**src/rfid_cmd_pkg.sv**
```systemverilog
// command code type and the one-hot reader command codes
package rfid_cmd_pkg;

  // one bit per command, set by the command decoder before the first field bit
  typedef logic [12:0] cmd_t;

  // standard commands
  localparam cmd_t CMD_QUERYREP = 13'b0_0000_0000_0001;
  localparam cmd_t CMD_ACK      = 13'b0_0000_0000_0010;
  localparam cmd_t CMD_QUERY    = 13'b0_0000_0000_0100;
  localparam cmd_t CMD_QUERYADJ = 13'b0_0000_0000_1000;
  localparam cmd_t CMD_SELECT   = 13'b0_0000_0001_0000;
  localparam cmd_t CMD_NACK     = 13'b0_0000_0010_0000;
  localparam cmd_t CMD_REQRN    = 13'b0_0000_0100_0000;

  // memory access
  localparam cmd_t CMD_READ     = 13'b0_0000_1000_0000;
  localparam cmd_t CMD_WRITE    = 13'b0_0001_0000_0000;

  // custom commands, decoded upstream but carry no fields here
  localparam cmd_t CMD_TRNS     = 13'b0_0010_0000_0000;
  localparam cmd_t CMD_SAMPSENS = 13'b0_0100_0000_0000;
  localparam cmd_t CMD_SENSDATA = 13'b0_1000_0000_0000;
  localparam cmd_t CMD_BFCONST  = 13'b1_0000_0000_0000;

endpackage

```
**src/rfid_field_pkg.sv**
```systemverilog
// field widths, field types and fixed field lengths of the reader commands
package rfid_field_pkg;

  // handle and RN16 are both 16 bits
  localparam int HANDLE_W = 16;
  typedef logic [HANDLE_W-1:0] handle_t;

  // QUERY fields
  localparam int Q_W   = 4;
  localparam int SEL_W = 2;
  typedef logic [Q_W-1:0]   q_t;
  typedef logic [SEL_W-1:0] sel_t;

  // QUERYADJ up/down code
  localparam int UPDN_W = 3;
  typedef logic [UPDN_W-1:0] updn_t;

  // READ and WRITE fields
  localparam int BANK_W  = 2;
  localparam int PTR_W   = 8;
  localparam int WORDS_W = 8;
  localparam int DATA_W  = 16;
  typedef logic [BANK_W-1:0]  bank_t;
  typedef logic [PTR_W-1:0]   ptr_t;
  typedef logic [WORDS_W-1:0] words_t;
  typedef logic [DATA_W-1:0]  data_t;

  // bits skipped in front of sel (dr, m, trext)
  localparam int QUERY_LEAD_BITS    = 4;
  // bits skipped between sel and q (session, target)
  localparam int QUERY_MID_BITS     = 3;
  // session bits in front of the up/down code
  localparam int QUERYADJ_LEAD_BITS = 2;

  // one EBV block, extension bit plus 7 payload bits
  localparam int EBV_BYTE_BITS = 8;

  // field bit counters, wide enough for the 16 write data bits
  localparam int CNT_W = 5;
  typedef logic [CNT_W-1:0] bitcnt_t;

endpackage

```
**src/ebv_ptr_decoder.sv**
```systemverilog
// ebv_ptr_decoder: EBV-8 word pointer walk with extension bit check
module ebv_ptr_decoder (
  input  logic                 reset,
  input  logic                 bitinclk,
  input  logic                 bitin,
  input  logic                 bit_en,
  output rfid_field_pkg::ptr_t ptr,
  output logic                 ptr_done
);

  import rfid_field_pkg::*;

  // position inside the current EBV byte, 0 is the extension bit
  bitcnt_t byte_cnt;
  // extension bit of this byte was 0, payload is the pointer
  logic    last_byte;
  logic    byte_end;

  assign byte_end = (byte_cnt == bitcnt_t'(EBV_BYTE_BITS - 1));

  always_ff @(posedge bitinclk or posedge reset) begin
    if (reset) begin
      byte_cnt  <= '0;
      last_byte <= 1'b0;
      ptr       <= '0;
      ptr_done  <= 1'b0;
    end else if (bit_en) begin
      if (byte_cnt == '0) begin
        // extension bit, 1 means another byte follows
        last_byte <= !bitin;
        byte_cnt  <= byte_cnt + 1'b1;
      end else begin
        // payload bits 6..0, ptr[7] is never written
        if (last_byte) begin
          ptr[EBV_BYTE_BITS - 1 - byte_cnt] <= bitin;
        end
        if (byte_end) begin
          byte_cnt <= '0;
          ptr_done <= last_byte;
        end else begin
          byte_cnt <= byte_cnt + 1'b1;
        end
      end
    end
  end

endmodule

```
**src/query_parser.sv**
```systemverilog
// query_parser: sel, q and up/down field capture for QUERY and QUERYADJ
module query_parser (
  input  logic                  reset,
  input  logic                  bitinclk,
  input  logic                  bitin,
  input  rfid_cmd_pkg::cmd_t    packettype,
  output rfid_field_pkg::q_t    rx_q,
  output rfid_field_pkg::sel_t  sel,
  output rfid_field_pkg::updn_t rx_updn
);

  import rfid_cmd_pkg::*;
  import rfid_field_pkg::*;

  // lead skip, sel, middle skip, last field (q or up/down), idle
  typedef enum logic [2:0] {
    PH_LEAD,
    PH_SEL,
    PH_MID,
    PH_LAST,
    PH_DONE
  } phase_t;

  phase_t  phase;
  phase_t  next_phase;
  bitcnt_t cnt;
  bitcnt_t phase_bits;
  logic    phase_end;
  logic    is_query;
  logic    is_adj;

  assign is_query = (packettype == CMD_QUERY);
  assign is_adj   = (packettype == CMD_QUERYADJ);

  // length of the running phase
  always_comb begin
    case (phase)
      PH_LEAD: phase_bits = is_adj ? bitcnt_t'(QUERYADJ_LEAD_BITS) : bitcnt_t'(QUERY_LEAD_BITS);
      PH_SEL:  phase_bits = bitcnt_t'(SEL_W);
      PH_MID:  phase_bits = bitcnt_t'(QUERY_MID_BITS);
      PH_LAST: phase_bits = is_adj ? bitcnt_t'(UPDN_W) : bitcnt_t'(Q_W);
      default: phase_bits = '0;
    endcase
  end

  assign phase_end = (cnt == phase_bits - 1'b1);

  // QUERYADJ has no sel and no middle skip
  always_comb begin
    case (phase)
      PH_LEAD: next_phase = is_adj ? PH_LAST : PH_SEL;
      PH_SEL:  next_phase = PH_MID;
      PH_MID:  next_phase = PH_LAST;
      default: next_phase = PH_DONE;
    endcase
  end

  always_ff @(posedge bitinclk or posedge reset) begin
    if (reset) begin
      phase   <= PH_LEAD;
      cnt     <= '0;
      rx_q    <= '0;
      sel     <= '0;
      rx_updn <= '0;
    end else if ((is_query || is_adj) && (phase != PH_DONE)) begin
      // fields come MSB first, bit lands in place on its own edge
      case (phase)
        PH_SEL:  sel[SEL_W - 1 - cnt] <= bitin;
        PH_LAST: begin
          if (is_adj) begin
            rx_updn[UPDN_W - 1 - cnt] <= bitin;
          end else begin
            rx_q[Q_W - 1 - cnt] <= bitin;
          end
        end
        default: ;
      endcase
      if (phase_end) begin
        phase <= next_phase;
        cnt   <= '0;
      end else begin
        cnt <= cnt + 1'b1;
      end
    end
  end

endmodule

```
**src/access_parser.sv**
```systemverilog
// access_parser: READ and WRITE field sequencer with write data unmasking
module access_parser (
  input  logic                    reset,
  input  logic                    bitinclk,
  input  logic                    bitin,
  input  rfid_cmd_pkg::cmd_t      packettype,
  input  rfid_field_pkg::handle_t currentrn,
  output rfid_field_pkg::bank_t   readwritebank,
  output rfid_field_pkg::ptr_t    readwriteptr,
  output rfid_field_pkg::words_t  readwords,
  output rfid_field_pkg::data_t   writedataout,
  output logic                    epc_data_ready,
  output logic                    fields_done
);

  import rfid_cmd_pkg::*;
  import rfid_field_pkg::*;

  // bank, EBV pointer, word count or data, then handle time
  typedef enum logic [1:0] {
    PH_BANK,
    PH_PTR,
    PH_TAIL,
    PH_DONE
  } phase_t;

  phase_t  phase;
  bitcnt_t cnt;
  bitcnt_t tail_last;
  logic    is_read;
  logic    is_write;
  logic    is_rw;
  logic    in_tail;
  logic    bit_en;
  logic    ptr_done;

  assign is_read  = (packettype == CMD_READ);
  assign is_write = (packettype == CMD_WRITE);
  assign is_rw    = is_read || is_write;

  // pointer bits go to the decoder until it reports the last payload bit
  assign bit_en = is_rw && (phase == PH_PTR) && !ptr_done;

  // first tail bit arrives while the phase register still says PH_PTR
  assign in_tail = (phase == PH_TAIL) || ((phase == PH_PTR) && ptr_done);

  // 8 word count bits for READ, 16 data bits for WRITE
  assign tail_last = is_read ? bitcnt_t'(WORDS_W - 1) : bitcnt_t'(DATA_W - 1);

  // handle matcher takes over from here
  assign fields_done = (phase == PH_DONE);

  // level stays up since packettype is held until the next reset
  assign epc_data_ready = fields_done && is_write;

  ebv_ptr_decoder i_ebv_ptr_decoder (
    .reset    (reset),
    .bitinclk (bitinclk),
    .bitin    (bitin),
    .bit_en   (bit_en),
    .ptr      (readwriteptr),
    .ptr_done (ptr_done)
  );

  always_ff @(posedge bitinclk or posedge reset) begin
    if (reset) begin
      phase         <= PH_BANK;
      cnt           <= '0;
      readwritebank <= '0;
      readwords     <= '0;
      writedataout  <= '0;
    end else if (is_rw) begin
      case (phase)
        PH_BANK: begin
          readwritebank[BANK_W - 1 - cnt] <= bitin;
          if (cnt == bitcnt_t'(BANK_W - 1)) begin
            phase <= PH_PTR;
            cnt   <= '0;
          end else begin
            cnt <= cnt + 1'b1;
          end
        end
        PH_PTR, PH_TAIL: begin
          // cnt sits at 0 through the whole pointer phase
          if (in_tail) begin
            if (is_read) begin
              readwords[WORDS_W - 1 - cnt] <= bitin;
            end else begin
              // data is covered with the current RN16, bit for bit
              writedataout[DATA_W - 1 - cnt] <= bitin ^ currentrn[DATA_W - 1 - cnt];
            end
            if (cnt == tail_last) begin
              phase <= PH_DONE;
              cnt   <= '0;
            end else begin
              phase <= PH_TAIL;
              cnt   <= cnt + 1'b1;
            end
          end
        end
        default: ;
      endcase
    end
  end

endmodule

```
**src/handle_matcher.sv**
```systemverilog
// serial handle compare for ACK, REQRN, READ and WRITE
module handle_matcher (
  input  logic                    reset,
  input  logic                    bitinclk,
  input  logic                    bitin,
  input  rfid_cmd_pkg::cmd_t      packettype,
  input  rfid_field_pkg::handle_t currenthandle,
  input  logic                    fields_done,
  output logic                    handlematch
);

  import rfid_cmd_pkg::*;
  import rfid_field_pkg::*;

  // handle bit position, MSB first
  logic [$clog2(HANDLE_W)-1:0] pos;
  logic match_q;
  logic match_fail;
  logic cmp_en;
  logic bit_ok;
  logic last_bit;
  logic is_ack;

  assign is_ack = (packettype == CMD_ACK);

  // ACK and REQRN carry only the handle and READ or WRITE hand over with fields_done
  assign cmp_en = is_ack || (packettype == CMD_REQRN) || fields_done;

  // ~pos walks the handle from bit 15 down to bit 0
  assign bit_ok   = (bitin == currenthandle[~pos]);
  // counter saturates at all ones on the last handle bit
  assign last_bit = &pos;

  always_ff @(posedge bitinclk or posedge reset) begin
    if (reset) begin
      pos        <= '0;
      match_q    <= 1'b0;
      match_fail <= 1'b0;
    end else if (cmp_en && !match_fail && !match_q) begin
      if (!bit_ok) begin
        // sticky fail ignores the later bits
        match_fail <= 1'b1;
      end else if (last_bit) begin
        match_q <= 1'b1;
      end else begin
        pos <= pos + 1'b1;
      end
    end
  end

  // ACK has no bit after the handle to clock the result out, so the
  // last bit is reported straight from bitin
  assign handlematch = match_q || (is_ack && last_bit && bit_ok && !match_fail);

endmodule

```
**src/packet_parse.sv**
```systemverilog
// packet_parse top level: query parser, access parser and handle matcher
module packet_parse (
  input  logic                    reset,
  input  logic                    bitinclk,
  input  logic                    bitin,
  input  rfid_cmd_pkg::cmd_t      packettype,
  input  rfid_field_pkg::handle_t currenthandle,
  input  rfid_field_pkg::handle_t currentrn,
  output logic                    handlematch,
  output rfid_field_pkg::q_t      rx_q,
  output rfid_field_pkg::sel_t    sel,
  output rfid_field_pkg::updn_t   rx_updn,
  output rfid_field_pkg::bank_t   readwritebank,
  output rfid_field_pkg::ptr_t    readwriteptr,
  output rfid_field_pkg::words_t  readwords,
  output rfid_field_pkg::data_t   writedataout,
  output logic                    epc_data_ready
);

  // READ/WRITE fields finished, handle bits follow
  logic fields_done;

  // QUERY and QUERYADJ fields
  query_parser i_query_parser (
    .reset      (reset),
    .bitinclk   (bitinclk),
    .bitin      (bitin),
    .packettype (packettype),
    .rx_q       (rx_q),
    .sel        (sel),
    .rx_updn    (rx_updn)
  );

  // bank, EBV pointer, word count or write data
  access_parser i_access_parser (
    .reset          (reset),
    .bitinclk       (bitinclk),
    .bitin          (bitin),
    .packettype     (packettype),
    .currentrn      (currentrn),
    .readwritebank  (readwritebank),
    .readwriteptr   (readwriteptr),
    .readwords      (readwords),
    .writedataout   (writedataout),
    .epc_data_ready (epc_data_ready),
    .fields_done    (fields_done)
  );

  // handle check for ACK, REQRN, READ and WRITE
  handle_matcher i_handle_matcher (
    .reset         (reset),
    .bitinclk      (bitinclk),
    .bitin         (bitin),
    .packettype    (packettype),
    .currenthandle (currenthandle),
    .fields_done   (fields_done),
    .handlematch   (handlematch)
  );

endmodule

```
**config.mk**
```make
export PLATFORM = sky130hd
export DESIGN_NAME = packet_parse
export DESIGN_NICKNAME = d
export VERILOG_FILES = /design/src/rfid_cmd_pkg.sv /design/src/rfid_field_pkg.sv /design/src/ebv_ptr_decoder.sv /design/src/query_parser.sv /design/src/access_parser.sv /design/src/handle_matcher.sv /design/src/packet_parse.sv
export SDC_FILE = /design/constraint.sdc
export NUM_CORES = 1
export LEC_CHECK = 0
export BUFFER_PORTS_ARGS = -buffer_cell sky130_fd_sc_hd__buf_2
export CAP_MARGIN = 10
export CELL_PAD_IN_SITES_DETAIL_PLACEMENT = 2
export CELL_PAD_IN_SITES_GLOBAL_PLACEMENT = 2
export CORE_MARGIN = 2
export CORE_UTILIZATION = 32
export DETAILED_ROUTE_END_ITERATION = 10
export HOLD_SLACK_MARGIN = 0.08
export PLACE_DENSITY_LB_ADDON = 0.1
export SLEW_MARGIN = 25
export SYNTH_ARGS = -nofsm -noshare
export SYNTH_HDL_FRONTEND = slang
export SYNTH_HIERARCHICAL = 1
export SYNTH_SLANG_ARGS = --single-unit
```
**constraint.sdc**
```tcl
create_clock -name bitinclk -period 3.38 [get_ports bitinclk]
set_input_delay 1.014 -clock bitinclk [delete_from_list [all_inputs] [get_ports bitinclk]]
set_output_delay 1.014 -clock bitinclk [all_outputs]
set_load 0.01 [all_outputs]
```
* Word-level counts from Yosys, hierarchy flattened
Cells that the tools add are included.
** Cells by class
- Add/subtract/negate cells :: 12
- Order comparisons :: 15
- Equal/unequal tests :: 20
- Multiplexer cells :: 42
- Bitwise gates (word level) :: 7
- Reductions and logical operators :: 48
** Operator list (number)
- 32-bit by 1-bit >= comparator with 1-bit output, second input constant :: 7
- 32-bit by 2-bit less-than comparator with 1-bit output, second input constant :: 2
- 32-bit by 3-bit less-than comparator with 1-bit output, second input constant :: 2
- 32-bit by 4-bit less-than comparator with 1-bit output, second input constant :: 2
- 32-bit by 5-bit less-than comparator with 1-bit output, second input constant :: 1
- 5-bit two-way mux :: 6
- 5-bit one-hot mux with 4 select lines :: 1
- 3-bit AND reduction :: 6
- 1-bit logical AND :: 17
- 16-bit bitwise mux :: 1
- 8-bit bitwise mux :: 2
- 4-bit AND reduction :: 4
- 5-bit by 1-bit adder with 5-bit output, second input constant :: 3
- 13-bit by 2-bit equality test with 1-bit output, second input constant :: 1
- 13-bit by 3-bit equality test with 1-bit output, second input constant :: 1
- 13-bit by 4-bit equality test with 1-bit output, second input constant :: 1
- 13-bit by 7-bit equality test with 1-bit output, second input constant :: 1
- 13-bit by 8-bit equality test with 1-bit output, second input constant :: 1
- 13-bit by 9-bit equality test with 1-bit output, second input constant :: 1
- 1-bit by 5-bit subtractor with 6-bit output, first input constant :: 2
- 2-bit by 5-bit subtractor with 6-bit output, first input constant :: 2
- 3-bit by 5-bit subtractor with 6-bit output, first input constant :: 2
- 5-bit equality test :: 2
- 1-bit two-way mux :: 10
- other kinds (39) :: 66
** Storage, ports and cells
- Bits in registers :: 71
- Bits of input ports :: 48
- Output and inout bits :: 45
- Logic and storage cells :: 161

* Longest topological paths before layout
Gate-level depths: netlist of run 1.
- Depth after elaboration :: 7
- Mapped depth :: 11
- Gate-level depth less buffers :: 11

* Cells and area by module
Netlist of run 1, hierarchy kept.
** By module, submodules not included
- access_parser :: instances 1, cells an instance 185, area an instance 2014.4 um^2, sequential area each 825.8 um^2
- query_parser :: instances 1, cells an instance 112, area an instance 1218.7 um^2, sequential area each 425.4 um^2
- ebv_ptr_decoder :: instances 1, cells an instance 61, area an instance 716.9 um^2, sequential area each 375.4 um^2
- handle_matcher :: instances 1, cells an instance 53, area an instance 580.6 um^2, sequential area each 150.1 um^2

* Least setup slack after synthesis of run 1
No wires, ideal clock.
- Path kind :: input to register
- From :: in packettype[2]
- To :: reg i_query_parser.phase[0]
- Library setup time :: 0.125 ns
- Data arrival time :: 3.507 ns
- Required time :: 3.255 ns
- Setup slack :: -0.252 ns
- Cell stages on the path :: 10
- Path buffers :: 0
- Cell sequence :: nor4b_4 -> nand4_4 -> a21o_1 -> ha_1 -> ha_1 -> xor2_1 -> nand4_1 -> nor4b_2 -> o21ai_2 -> mux2_4
** On the way
- Word-level cells in the longest chain between the ends :: 6
- Elaborated cells on any way between the ends :: 10
- Those cells by class :: 1 x add/sub; 3 x eq/ne; 3 x mux; 3 x reduce/logical
** Ends and longest elaborated chain
- from (decl) :: RTL line packet_parse.sv:6 : input rfid_cmd_pkg::cmd_t packettype,
- 13-bit by 4-bit equality test with 1-bit output :: RTL line query_parser.sv:33 : assign is_adj = (packettype == CMD_QUERYADJ);
- 3-bit two-way mux, on equally long branches :: RTL line query_parser.sv:41, query_parser.sv:38
- 5-bit one-hot mux with 4 select lines :: RTL line query_parser.sv:37 : case (phase)
- 5-bit by 1-bit subtractor with 5-bit output :: RTL line query_parser.sv:46 : assign phase_end = (cnt == phase_bits - 1'b1);
- 5-bit equality test :: RTL line query_parser.sv:46
- 2-bit AND reduction (no line) (*)
- to (signal assigned) :: RTL line query_parser.sv:79 : phase <= next_phase;
- to (decl) :: RTL line query_parser.sv:24 : phase_t phase;
Mark *: on every way between the ends. The rest lies on a longest branch, timed or not.
A chain may end at the register's enable or synchronous reset.

* Worst setup path in the final report of run 1
- From :: in currenthandle[6]
- To :: out handlematch
** On the way
- Word-level cells in the longest chain between the ends :: 6
** Ends and longest elaborated chain
- from (decl) :: RTL line packet_parse.sv:7 : input rfid_field_pkg::handle_t currenthandle,
- 1-bit binary-select mux with 4-bit select :: RTL line handle_matcher.sv:30 : assign bit_ok = (bitin == currenthandle[~pos]);
- 1-bit two-way mux (not written as such) :: RTL line handle_matcher.sv:30
- 1-bit equality test :: RTL line handle_matcher.sv:30
- 1-bit logical AND (2 in series) :: RTL line handle_matcher.sv:53 : assign handlematch = match_q || (is_ack && last_bit && bit_ok && !match_fail);
- 1-bit logical OR :: RTL line handle_matcher.sv:53
- to (decl) :: RTL line packet_parse.sv:9 : output logic handlematch,
Every way passes these cells. The select of a mux whose other input is x is not followed.

==> results.yml, run 1 <==
routing:
  drt-wirelength-per-cell_um: 18.8
  detail-route-antenna-nets: 0
  avgViaCountPerCell: 5.19
  drc: 0
  iteration_count_of_the_initial_detailed_routing_pass: 4
  final_wl_mm: 13.9
  drt-initial-drc-count: 96
  route.vias.total: 3839
pwr:
  p_total_mw: 1.94
  maximum_resistive_drop_on_vdd_v: 0.000176
  leakage_component_of_the_power_nw: 2.95
  power-per-cell-area_mw_per_mm2: 325
timing:
  timing.max_slew.rel_slack: 0.514
  slew_violations: 0
  post-route-min-period_ps: 3610
  worst_slack_ps: -225
  unrepaired_setup_endpoints_after_global_routing: "true"
  fin_crit_sh: 1.07
  fin_worst_skew_ps: 2.80
  finalHoldViolCount: 0
  timing.fmax_mhz: 277
  setup-violations-final: 1
  worst_slew_pin_slew_ps: 728
cts:
  cts.root.buffer_cell: "clkbuf_16"
  worst_skew_pair.late_latency_ps: 350
  tritoncts_buffer_count: 9
  tritoncts: "yes"
  numClockSinks: 71
  hold_buffers: 0
  clk_transition_reported_paths_ps: 60
  cts-root-to-sink-buffers: 2
  h_tree_lvl_count: 3
cells_and_area:
  final_layout_size_suffix_gt1_frac: 0.412
  seq_area_mm2: 0.00178
  fillerInstances: 1461
  final_area_mm2: 0.00599
  area_growth_pct: 32.2
  multiInputGateArea_mm2: 0.00266
  final_nets: 626
synthesis:
  edff_count_synth: 0
  yosys_register_bits: 71
  synth_fa_ha_area_frac: 0.0690
  synth-seq-area-share: 0.392
  synth.cell_area_mm2: 0.00453
  synth-async-reset-ratio: 1.00
  synth-main-ff-cell: "dfrtp_1"
  synth_xor_xnor_area_share: 0.0312
  synthesis.yosys.warnings: 6
  synth_top_area_frac: 0.392
  synthMostInstantiatedCell: "dfrtp_1"
  syn_area_per_cell_um2: 11.0
  netlist_top_cells_area: "dfrtp_1 39%, ha_1 6.9%, mux2_1 5.7%, mux2_2 5.5%, mux2i_1 3.3%"
  synth_simple_gate_area_frac: 0.210
  number_of_nets_produced_by_synthesis: 484
  synthTopCellsByCount: "71 x dfrtp_1, 36 x nand2_1, 25 x ha_1, 23 x mux2_1"
  ys_types: 69
  synth_compound_area_frac: 0.0701
  netlist_instances: 411
  synth_top_family_by_area: "simple AND/OR/NAND/NOR gates"
  synth_mux_area_frac: 0.189
  yosys.area.top_type: "dfrtp_1"
floorplanning:
  die_area_mm2: 0.0151
  design.portCount: 93
  initial_utilization: 0.326
  fp.dieW_um: 123
  placement_rows: 43
  floorplan.core_area_mm2: 0.0139
  die_outline_height_um: 123
worst_setup_path:
  worstPathRequired_ps: 2370
  critPathCaptureType: "primary output"
  path_class: "in -> out"
  worstSetupStartpointType: "input pin"
  critical_path.max_fanout: 2
  r2r-end: "i_query_parser/phase[0]"
  r2r.worst_path.cells: 12
  ff2ff_setup_slack_ps: 490
  r2r-start: "i_query_parser/phase[0]"
  cp.arrival_ps: 2590
placed_design:
  dp_hpwl_mm: 10.4
  io_buffer_count: 92
  place.gp.congestion: 0.781
  postPlaceCellArea_mm2: 0.00553
run_status:
  status: "finished with violations"
  failed_checks: "negative setup slack"
worst_hold_path:
  worst_hold_path_type: "reg -> reg"
  holdPathEnd: "i_access_parser/i_ebv_ptr_decoder/ptr[1]"
  min_path_cells: 1
  holdCritStartpoint: "i_access_parser/i_ebv_ptr_decoder/ptr[1]"
global_routing:
  grt_pass1_vias: 4267
  grt_first_pass_wirelength_mm: 22.5
  global_route.overflow_total: 0
  grt.total_usage: 0.194
  grt_antenna_before_repair: 1
  maximum_number_of_pins_on_one_net_before_global_route_repair: 33
job:
  timing.max_cap.violations: 0
-- routing by layer --
layer | global-route usage | wire length, um | vias to the layer above
li1 | - | - | 1797
met1 | 0.235 | 6140 | 1957
met2 | 0.338 | 6990 | 74
met3 | 0.0392 | 563 | 11
met4 | 0.0724 | 207 | 0
met5 | 0 | 0 | -
-- worst max-delay path by stage --
stage                      startpoint                       to  slack (ps)  cells past startpoint
floorplan               packettype[0]  i_query_parser/phase[0]        -160                     10
global placement    currenthandle[10]              handlematch        -260                      6
detailed placement     packettype[10]  i_query_parser/phase[0]        -320                     13
CTS                  currenthandle[6]              handlematch        -230                      6
global route         currenthandle[6]              handlematch        -270                      6
finish               currenthandle[6]              handlematch        -230                      6
-- metrics by stage --
step | std cells | hold WS (ps) | TNS (ps) | worst slack (ps) | utilization
2_1_floorplan | 411 | 459 | -426 | -161 | -
3_3_place_gp | 716 | 467 | -1580 | -256 | 0.398
3_5_place_dp | 716 | 472 | -2730 | -318 | 0.398
4_1_cts | 732 | 485 | -230 | -230 | 0.420
5_1_grt | 738 | 508 | -739 | -270 | 0.431
6_report | 740 | 480 | -225 | -225 | 0.431
-- cell families after synthesis --
logic type      count (synthesis)
mux                            69
simple gates                  154
compound gates                 39
flops                          71
xor+xnor                       14
buf+inv                        39
fa+ha+maj                      25
-- registers in the layout, indices dropped and copies added, names as in the netlist, 2 cells and up --
register / count
i_access_parser/readwritebank: 2
i_query_parser/cnt: 5
i_query_parser/rx_q: 4
i_query_parser/phase: 3
i_access_parser/phase: 2
i_access_parser/i_ebv_ptr_decoder/ptr: 8
i_handle_matcher/pos: 4
i_access_parser/i_ebv_ptr_decoder/byte_cnt: 5
i_access_parser/writedataout: 16
i_query_parser/sel: 2
i_access_parser/readwords: 8
i_query_parser/rx_updn: 3
i_access_parser/cnt: 5
-- cell type report --
cell class | instances | share of cell area
diodes | 2 | 0.000836
clock buffers | 9 | 0.0376
clock inverters | 7 | 0.0107
inverters | 21 | 0.0132
multi-input cells | 301 | 0.444
flip-flops and latches | 71 | 0.297
well taps | 180 | 0.0376
repair buffers | 149 | 0.160
-- worst max-delay path, cell delays in order --
cell,delay [ps]
buf_6,90
mux4_2,470
mux4_2,550
xnor2_4,160
a21o_2,200
buf_6,110
-- layout by cell type (no fill, tap or decap), drive strengths merged, types with 2 or more instances in the layout --
cell / netlist / final
nor3b: 6 / 6
nand4: 16 / 16
o21ai: 7 / 7
nor2b: 6 / 6
xnor2: 9 / 9
clkinv: 0 / 6
nand3: 23 / 23
nand2b: 3 / 3
nor4: 17 / 17
a32o: 2 / 2
ha: 25 / 25
a22o: 2 / 2
nor3: 8 / 8
inv: 21 / 21
and3: 4 / 4
mux2i: 15 / 15
dfrtp: 71 / 71
nor4b: 5 / 5
nand2: 36 / 36
o2bb2ai: 2 / 2
diode: 0 / 2
o211ai: 2 / 2
clkbuf: 8 / 9
nor2: 17 / 17
mux4: 7 / 7
and4: 4 / 4
a21oi: 3 / 3
or4: 2 / 2
xor2: 5 / 5
buf: 10 / 149
mux2: 47 / 47
a21o: 7 / 7
o31ai: 4 / 4
-- power breakdown --
| part | total [mW] | switching (mW) | internal, mW |
|---|---|---|---|
| Combinational | 0.140 | 0.0758 | 0.0641 |
| Clock | 0.953 | 0.387 | 0.566 |
| Sequential | 0.852 | 0.00110 | 0.850 |
| Total | 1.94 | 0.464 | 1.48 |
-- repair_timing --
action / 4_1_cts / 5_1_grt
setup endpoints to repair: 1 / 8
pin swaps: 0 / 9
buffers inserted: 0 / 6
endpoints found under the hold margin: 0 / 0
resized for setup: 6 / 24
Note: power is estimated with default switching activity, not from simulation.
==> inputs of run 2 (changes only) <==
--- a/config.mk
+++ b/config.mk
@@ -11,11 +11,11 @@
 export CELL_PAD_IN_SITES_GLOBAL_PLACEMENT = 2
 export CORE_MARGIN = 2
 export CORE_UTILIZATION = 32
+export CTS_BUF_LIST = sky130_fd_sc_hd__clkbuf_4
 export DETAILED_ROUTE_END_ITERATION = 10
 export HOLD_SLACK_MARGIN = 0.08
 export PLACE_DENSITY_LB_ADDON = 0.1
 export SLEW_MARGIN = 25
 export SYNTH_ARGS = -nofsm -noshare
 export SYNTH_HDL_FRONTEND = slang
-export SYNTH_HIERARCHICAL = 1
 export SYNTH_SLANG_ARGS = --single-unit
==> run 2 against run 1 <==
  * The flow still finishes with violations (negative setup slack)
  * Critical endpoint unchanged
  * Via count shrank 12%
  * Clock skew increased by 7.9 ps
  * Largest power group is now registers
  * Clock power fell by 35%
  * Design area down 14%
==> results.yml, run 2 <==
cells_and_area:
  final_nets: 570
  final_layout_size_suffix_gt1_frac: 0.379
  final_area_mm2: 0.00513
  antenna_diode_count: 0
  top_regs: "i_access_parser.writedataout: 16 flops, i_access_parser.i_ebv_ptr_decoder.ptr: 8 flops, i_access_parser.readwords: 8 flops"
  largest_register_ffs: 16
  final_cell_mix: "89 x buf_2, 70 x dfrtp_1, 48 x nand2_1"
  utilization: 0.407
  fin_cells: 676
  fillerInstances: 1423
  regMostFlops: "i_access_parser.writedataout"
  area_growth_pct: 24.0
  layout_commonest_cell: "buf_2"
timing:
  worst_slew_pin_slew_ps: 641
  slew_violations: 0
  totalNegativeSetupSlack_ps: -81.4
  fin_worst_skew_ps: 10.7
  final.hold.worst_slack_ps: 505
  setup-violations-final: 1
  worst_slack_ps: -81.4
  unrepaired_setup_endpoints_after_global_routing: "true"
  fin_crit_sh: 1.02
  finalHoldViolCount: 0
  timing.max_slew.rel_slack: 0.573
  post-route-min-period_ps: 3460
  timing.fmax_mhz: 289
routing:
  drc: 0
  final_wl_mm: 11.4
  iteration_count_of_the_initial_detailed_routing_pass: 4
  drt-wirelength-per-cell_um: 16.9
  drt-initial-drc-count: 81
  detail-route-antenna-nets: 0
  route.vias.total: 3390
  avgViaCountPerCell: 5.01
worst_setup_path:
  worstPathRequired_ps: 2370
  crit_cells: 8
  critPathCaptureType: "primary output"
  r2r-start: "i_access_parser.cnt[0]"
  cp.arrival_ps: 2450
  worstSetupStartpointType: "input pin"
  worstPathBufferInverterCount: 2
  r2r.worst_path.cells: 4
  critical_path.max_fanout: 2
  crit_chain: "buf_2 > mux2i_1 > mux4_2 > mux2i_1 > xor2_1 > nor2_1 > a31o_2 > buf_6"
  path_class: "in -> out"
  ff2ff_setup_slack_ps: 790
  setup.worst_path.start: "currenthandle[6]"
  r2r-end: "i_access_parser.writedataout[13]"
  cp_common_cell: "mux2i_1"
  worst_path_dominant_cell_family: "multiplexers"
  critPathSlowestCell: "mux4_2"
  slowest_stage_delay_on_critical_path_ps: 450
pwr:
  leakage_component_of_the_power_nw: 2.53
  p_total_mw: 1.71
  maximum_resistive_drop_on_vdd_v: 0.000137
  power-per-cell-area_mw_per_mm2: 334
floorplanning:
  die_area_mm2: 0.0139
  placement_rows: 41
  fp.dieW_um: 118
  floorplan.core_area_mm2: 0.0126
  initial_utilization: 0.328
  design.portCount: 93
  die_outline_height_um: 118
worst_hold_path:
  holdCritStartpoint: "i_access_parser.i_ebv_ptr_decoder.ptr[6]"
  worst_hold_path_type: "reg -> reg"
  holdPathEnd: "i_access_parser.i_ebv_ptr_decoder.ptr[6]"
  min_path_cells: 1
placed_design:
  numPlacedInstances: 654
  place.gp.congestion: 0.742
  postPlaceCellArea_mm2: 0.00489
  io_buffer_count: 92
  dp_hpwl_mm: 8.43
  place_ws_ps: -116
run_status:
  failed_checks: "negative setup slack"
  status: "finished with violations"
global_routing:
  grt_first_pass_wirelength_mm: 19.8
  maximum_number_of_pins_on_one_net_before_global_route_repair: 72
  grt_antenna_before_repair: 0
  global_route.overflow_total: 0
  grt.total_usage: 0.177
  grt_pass1_vias: 3855
synthesis:
  synth_top_area_frac: 0.429
  synth-main-ff-cell: "dfrtp_1"
  edff_count_synth: 0
  synthMostInstantiatedCell: "dfrtp_1"
  synthesis.yosys.warnings: 0
  synth.cell_area_mm2: 0.00414
  synth-async-reset-ratio: 1.00
  syn_area_per_cell_um2: 10.7
  yosys.area.top_type: "dfrtp_1"
  yosys_register_bits: 71
  number_of_nets_produced_by_synthesis: 457
  netlist_top_cells_area: "dfrtp_1 43%, mux2_2 11%, ha_1 7.0%, nand2_1 4.4%, mux4_2 3.8%"
  synthTopCellsByCount: "71 x dfrtp_1, 48 x nand2_1, 42 x mux2_2, 28 x nor2_1, 23 x ha_1"
  synth-seq-area-share: 0.429
  ys_types: 53
  netlist_instances: 386
cts:
  cts-root-to-sink-buffers: 2
  tritoncts_buffer_count: 9
  tritoncts: "yes"
  worst_skew_pair.late_latency_ps: 450
  cts.root.buffer_cell: "clkbuf_4"
  numClockSinks: 71
  hold_buffers: 0
  clk_transition_reported_paths_ps: 120
  h_tree_lvl_count: 3
job:
  timing.max_cap.violations: 0
run 2: final cells by class:
class | count | area, um2 | area share
clock buffer | 9 | 67.6 | 0.0132
sequential | 71 | 1780 | 0.347
tap | 172 | 215 | 0.0419
inverter | 17 | 63.8 | 0.0124
timing repair buffer | 112 | 658 | 0.128
multi-input combinational | 288 | 2260 | 0.441
clock inverter | 7 | 86.3 | 0.0168
run 2: power by group:
| group | leakage (nW) | internal [mW] | switching (mW) |
|---|---|---|---|
| Clock | 0.0852 | 0.295 | 0.327 |
| Sequential | 0.937 | 0.857 | 0.00977 |
| Combinational | 1.51 | 0.124 | 0.101 |
run 2: layer usage:
layer,vias to the layer above,track usage,share of wire
met1,1700,0.209,0.43
met4,0,0.0610,0.014
met3,12,0.0441,0.038
met2,63,0.314,0.52
li1,1615,-,-
met5,-,0,0
run 2: what timing repair did:
| item | CTS | global route |
|---|---|---|
| endpoints found under the setup margin | 1 | 1 |
| buffers inserted | 3 | 3 |
| gates resized for setup | 4 | 3 |
| pin swaps | 2 | 2 |
run 2: how the worst max path moves through the flow:
stage                  end  slack, ps
2_1_floorplan  handlematch        100
3_3_place_gp   handlematch       -100
3_5_place_dp   handlematch       -120
4_1_cts        handlematch       -100
5_1_grt        handlematch       -180
6_report       handlematch        -80
run 2: logic make-up after synthesis:
group                      share of synthesized area
and+or+nand+nor                                0.206
DFF                                            0.429
muxes                                          0.186
AOI/OAI and AO/OA                             0.0578
buffers and inverters                         0.0257
adders and majority gates                     0.0696
xor gates and xnor gates                      0.0254
==> inputs of run 3 (changes only) <==
==> constraint.sdc (replaced) <==
create_clock -name bitinclk -period 3.38 [get_ports bitinclk]
set_input_delay 1.014 -clock bitinclk [delete_from_list [all_inputs] [get_ports bitinclk]]
set_output_delay 1.014 -clock bitinclk [all_outputs]
set_load 0.005 [all_outputs]
==> run 3 against run 2 <==
  * The flow still finishes with violations (negative setup slack)
  * Sequential power increased by 2%
  * Register-to-register slack improved by 40 ps
  * Total power increased by 4.0%
  * Routed wire length decreased by 1.9%
  * Cell count decreased by 0.59%
  * Critical path type unchanged
  * Critical endpoint unchanged
  * Highest routed layer unchanged
==> results.yml, run 3 (synthesis gave the netlist of run 2 again) <==
floorplanning:
  fp.dieW_um: 118
  die_area_mm2: 0.0139
  die_outline_height_um: 118
  floorplan.core_area_mm2: 0.0126
  placement_rows: 41
  initial_utilization: 0.328
  design.portCount: 93
pwr:
  power-per-cell-area_mw_per_mm2: 349
  maximum_resistive_drop_on_vdd_v: 0.000138
  sw_frac_of_total: 0.245
  p_sw_mw: 0.437
  internal_power_mw: 1.34
  seqPwrFrac: 0.494
  clkPwrFrac: 0.408
  leakage_component_of_the_power_nw: 2.52
  comb_power_share: 0.098
worst_setup_path:
  worst_path_dominant_cell_family: "multiplexers"
  worstSetupStartpointType: "input pin"
  slowest_stage_delay_on_critical_path_ps: 470
  critPathCaptureType: "primary output"
  critical_path.max_fanout: 2
  worstPathRequired_ps: 2370
  cp.arrival_ps: 2460
  worstPathBufferInverterCount: 2
  critPathSlowestCell: "mux4_2"
  path_class: "in -> out"
  crit_chain: "buf_2 > mux2i_1 > mux4_2 > mux2i_1 > xor2_1 > nor2_1 > a31o_2 > buf_2"
cells_and_area:
  largest_register_ffs: 16
  antenna_diode_count: 0
  final_cell_mix: "91 x buf_2, 70 x dfrtp_1, 48 x nand2_1"
  multiInputGateArea_mm2: 0.00226
  utilization: 0.405
  seq_area_mm2: 0.00178
  fillerInstances: 1402
  area_growth_pct: 23.4
  final_nets: 566
  final_layout_size_suffix_gt1_frac: 0.378
  fin_cells: 672
  regMostFlops: "i_access_parser.writedataout"
  top_regs: "i_access_parser.writedataout: 16 flops, i_access_parser.i_ebv_ptr_decoder.ptr: 8 flops, i_access_parser.readwords: 8 flops"
  layout_commonest_cell: "buf_2"
job:
  timing.max_cap.violations: 0
cts:
  cts-root-to-sink-buffers: 2
  tritoncts: "yes"
  hold_buffers: 0
  numClockSinks: 71
  clk_transition_reported_paths_ps: 120
  worst_skew_pair.late_latency_ps: 460
  tritoncts_buffer_count: 9
  h_tree_lvl_count: 3
  cts.root.buffer_cell: "clkbuf_4"
timing:
  worst_slack_ps: -91.9
  finalHoldViolCount: 0
  unrepaired_setup_endpoints_after_global_routing: "true"
  final.hold.worst_slack_ps: 510
  post-route-min-period_ps: 3470
  timing.max_slew.rel_slack: 0.596
  worst_slew_pin_slew_ps: 605
  fin_crit_sh: 1.03
  fin_worst_skew_ps: 11.2
  timing.fmax_mhz: 288
  slew_violations: 0
  setup-violations-final: 1
placed_design:
  numPlacedInstances: 654
  place_ws_ps: -123
  io_buffer_count: 92
  place.gp.congestion: 0.739
  dp_hpwl_mm: 8.46
global_routing:
  grt_antenna_before_repair: 0
  global_route.overflow_total: 0
  maximum_number_of_pins_on_one_net_before_global_route_repair: 72
  grt_pass1_vias: 3830
  grt.total_usage: 0.173
  grt_first_pass_wirelength_mm: 19.3
routing:
  drt-wirelength-per-cell_um: 16.7
  detail-route-antenna-nets: 0
  final_wl_mm: 11.2
  route.vias.total: 3387
  avgViaCountPerCell: 5.04
  drt-initial-drc-count: 130
  drc: 0
  iteration_count_of_the_initial_detailed_routing_pass: 4
run_status:
  status: "finished with violations"
  failed_checks: "negative setup slack"
worst_hold_path:
  worst_hold_path_type: "reg -> reg"
## run 3: cell count changes in the layout (fill, tap and decap cells not counted)
| cell | before | now |
|---|---|---|
| buf_12 | 2 | 1 |
| buf_2 | 89 | 91 |
| buf_4 | 17 | 15 |
| buf_6 | 4 | 1 |
| bufinv_16 | 2 | 3 |
| clkbuf_4 | 9 | 11 |
| clkinv_1 | 2 | 0 |
| clkinv_2 | 2 | 0 |
| clkinv_4 | 0 | 1 |
| clkinvlp_4 | 0 | 1 |
| inv_6 | 1 | 0 |
## run 3: per-layer routing
| metal | track usage | wire length [um] |
|---|---|---|
| met1 | 0.203 | 4760 |
| met2 | 0.311 | 5850 |
| met3 | 0.0455 | 423 |
| met4 | 0.0520 | 170 |
| met5 | 0 | 0 |
## run 3: area by class of cell
class | instances | area share
clock buffer | 11 | 0.0162
clock inverter | 5 | 0.0208
inverter | 17 | 0.0125
multi-input combinational | 288 | 0.443
sequential | 71 | 0.348
tap | 172 | 0.0421
timing repair buffer | 108 | 0.117
## run 3: what timing repair did
| item | CTS | global route |
|---|---|---|
| gates resized for setup | 2 | 0 |
| pin swaps | 1 | 0 |
| setup buffers | 0 | 2 |
| setup endpoints to repair | 1 | 1 |
## run 3: power by group through the flow
stage | clock network (mW) | logic (mW) | registers (mW)
6_report | 0.727 | 0.175 | 0.880
5_1_grt | 0.793 | 0.194 | 0.884
4_1_cts | 0.753 | 0.161 | 0.884
3_5_place_dp | 0 | 0.160 | 0.899
3_3_place_gp | 0 | 0.155 | 0.898
2_1_floorplan | 0 | 0.114 | 0.877
## run 3: final timing paths
| check | slack (ps) | from | cells after the start | end |
|---|---|---|---|---|
| setup reg to reg | 830 | i_access_parser.cnt[0] | 4 | i_access_parser.writedataout[10] |
| min in group asynchronous | 630 | reset | 3 | i_access_parser.i_ebv_ptr_decoder.ptr[5] |
| hold reg to reg | 510 | i_access_parser.i_ebv_ptr_decoder.ptr[5] | 1 | i_access_parser.i_ebv_ptr_decoder.ptr[5] |
| max in group asynchronous | 2420 | reset | 3 | i_handle_matcher.pos[0] |
| hold / removal | 510 | i_access_parser.i_ebv_ptr_decoder.ptr[5] | 1 | i_access_parser.i_ebv_ptr_decoder.ptr[5] |
| setup / recovery | -90 | currenthandle[1] | 8 | handlematch |
## run 3: per-stage QoR
stage	power, mW	setup TNS [ps]	cell area [um2]
after floorplan	0.991	0	4140
after global placement	1.05	-88.0	4890
after detailed placement	1.06	-123	4890
after CTS	1.80	-133	5080
after global routing	1.87	-221	5110
final	1.78	-91.9	5110
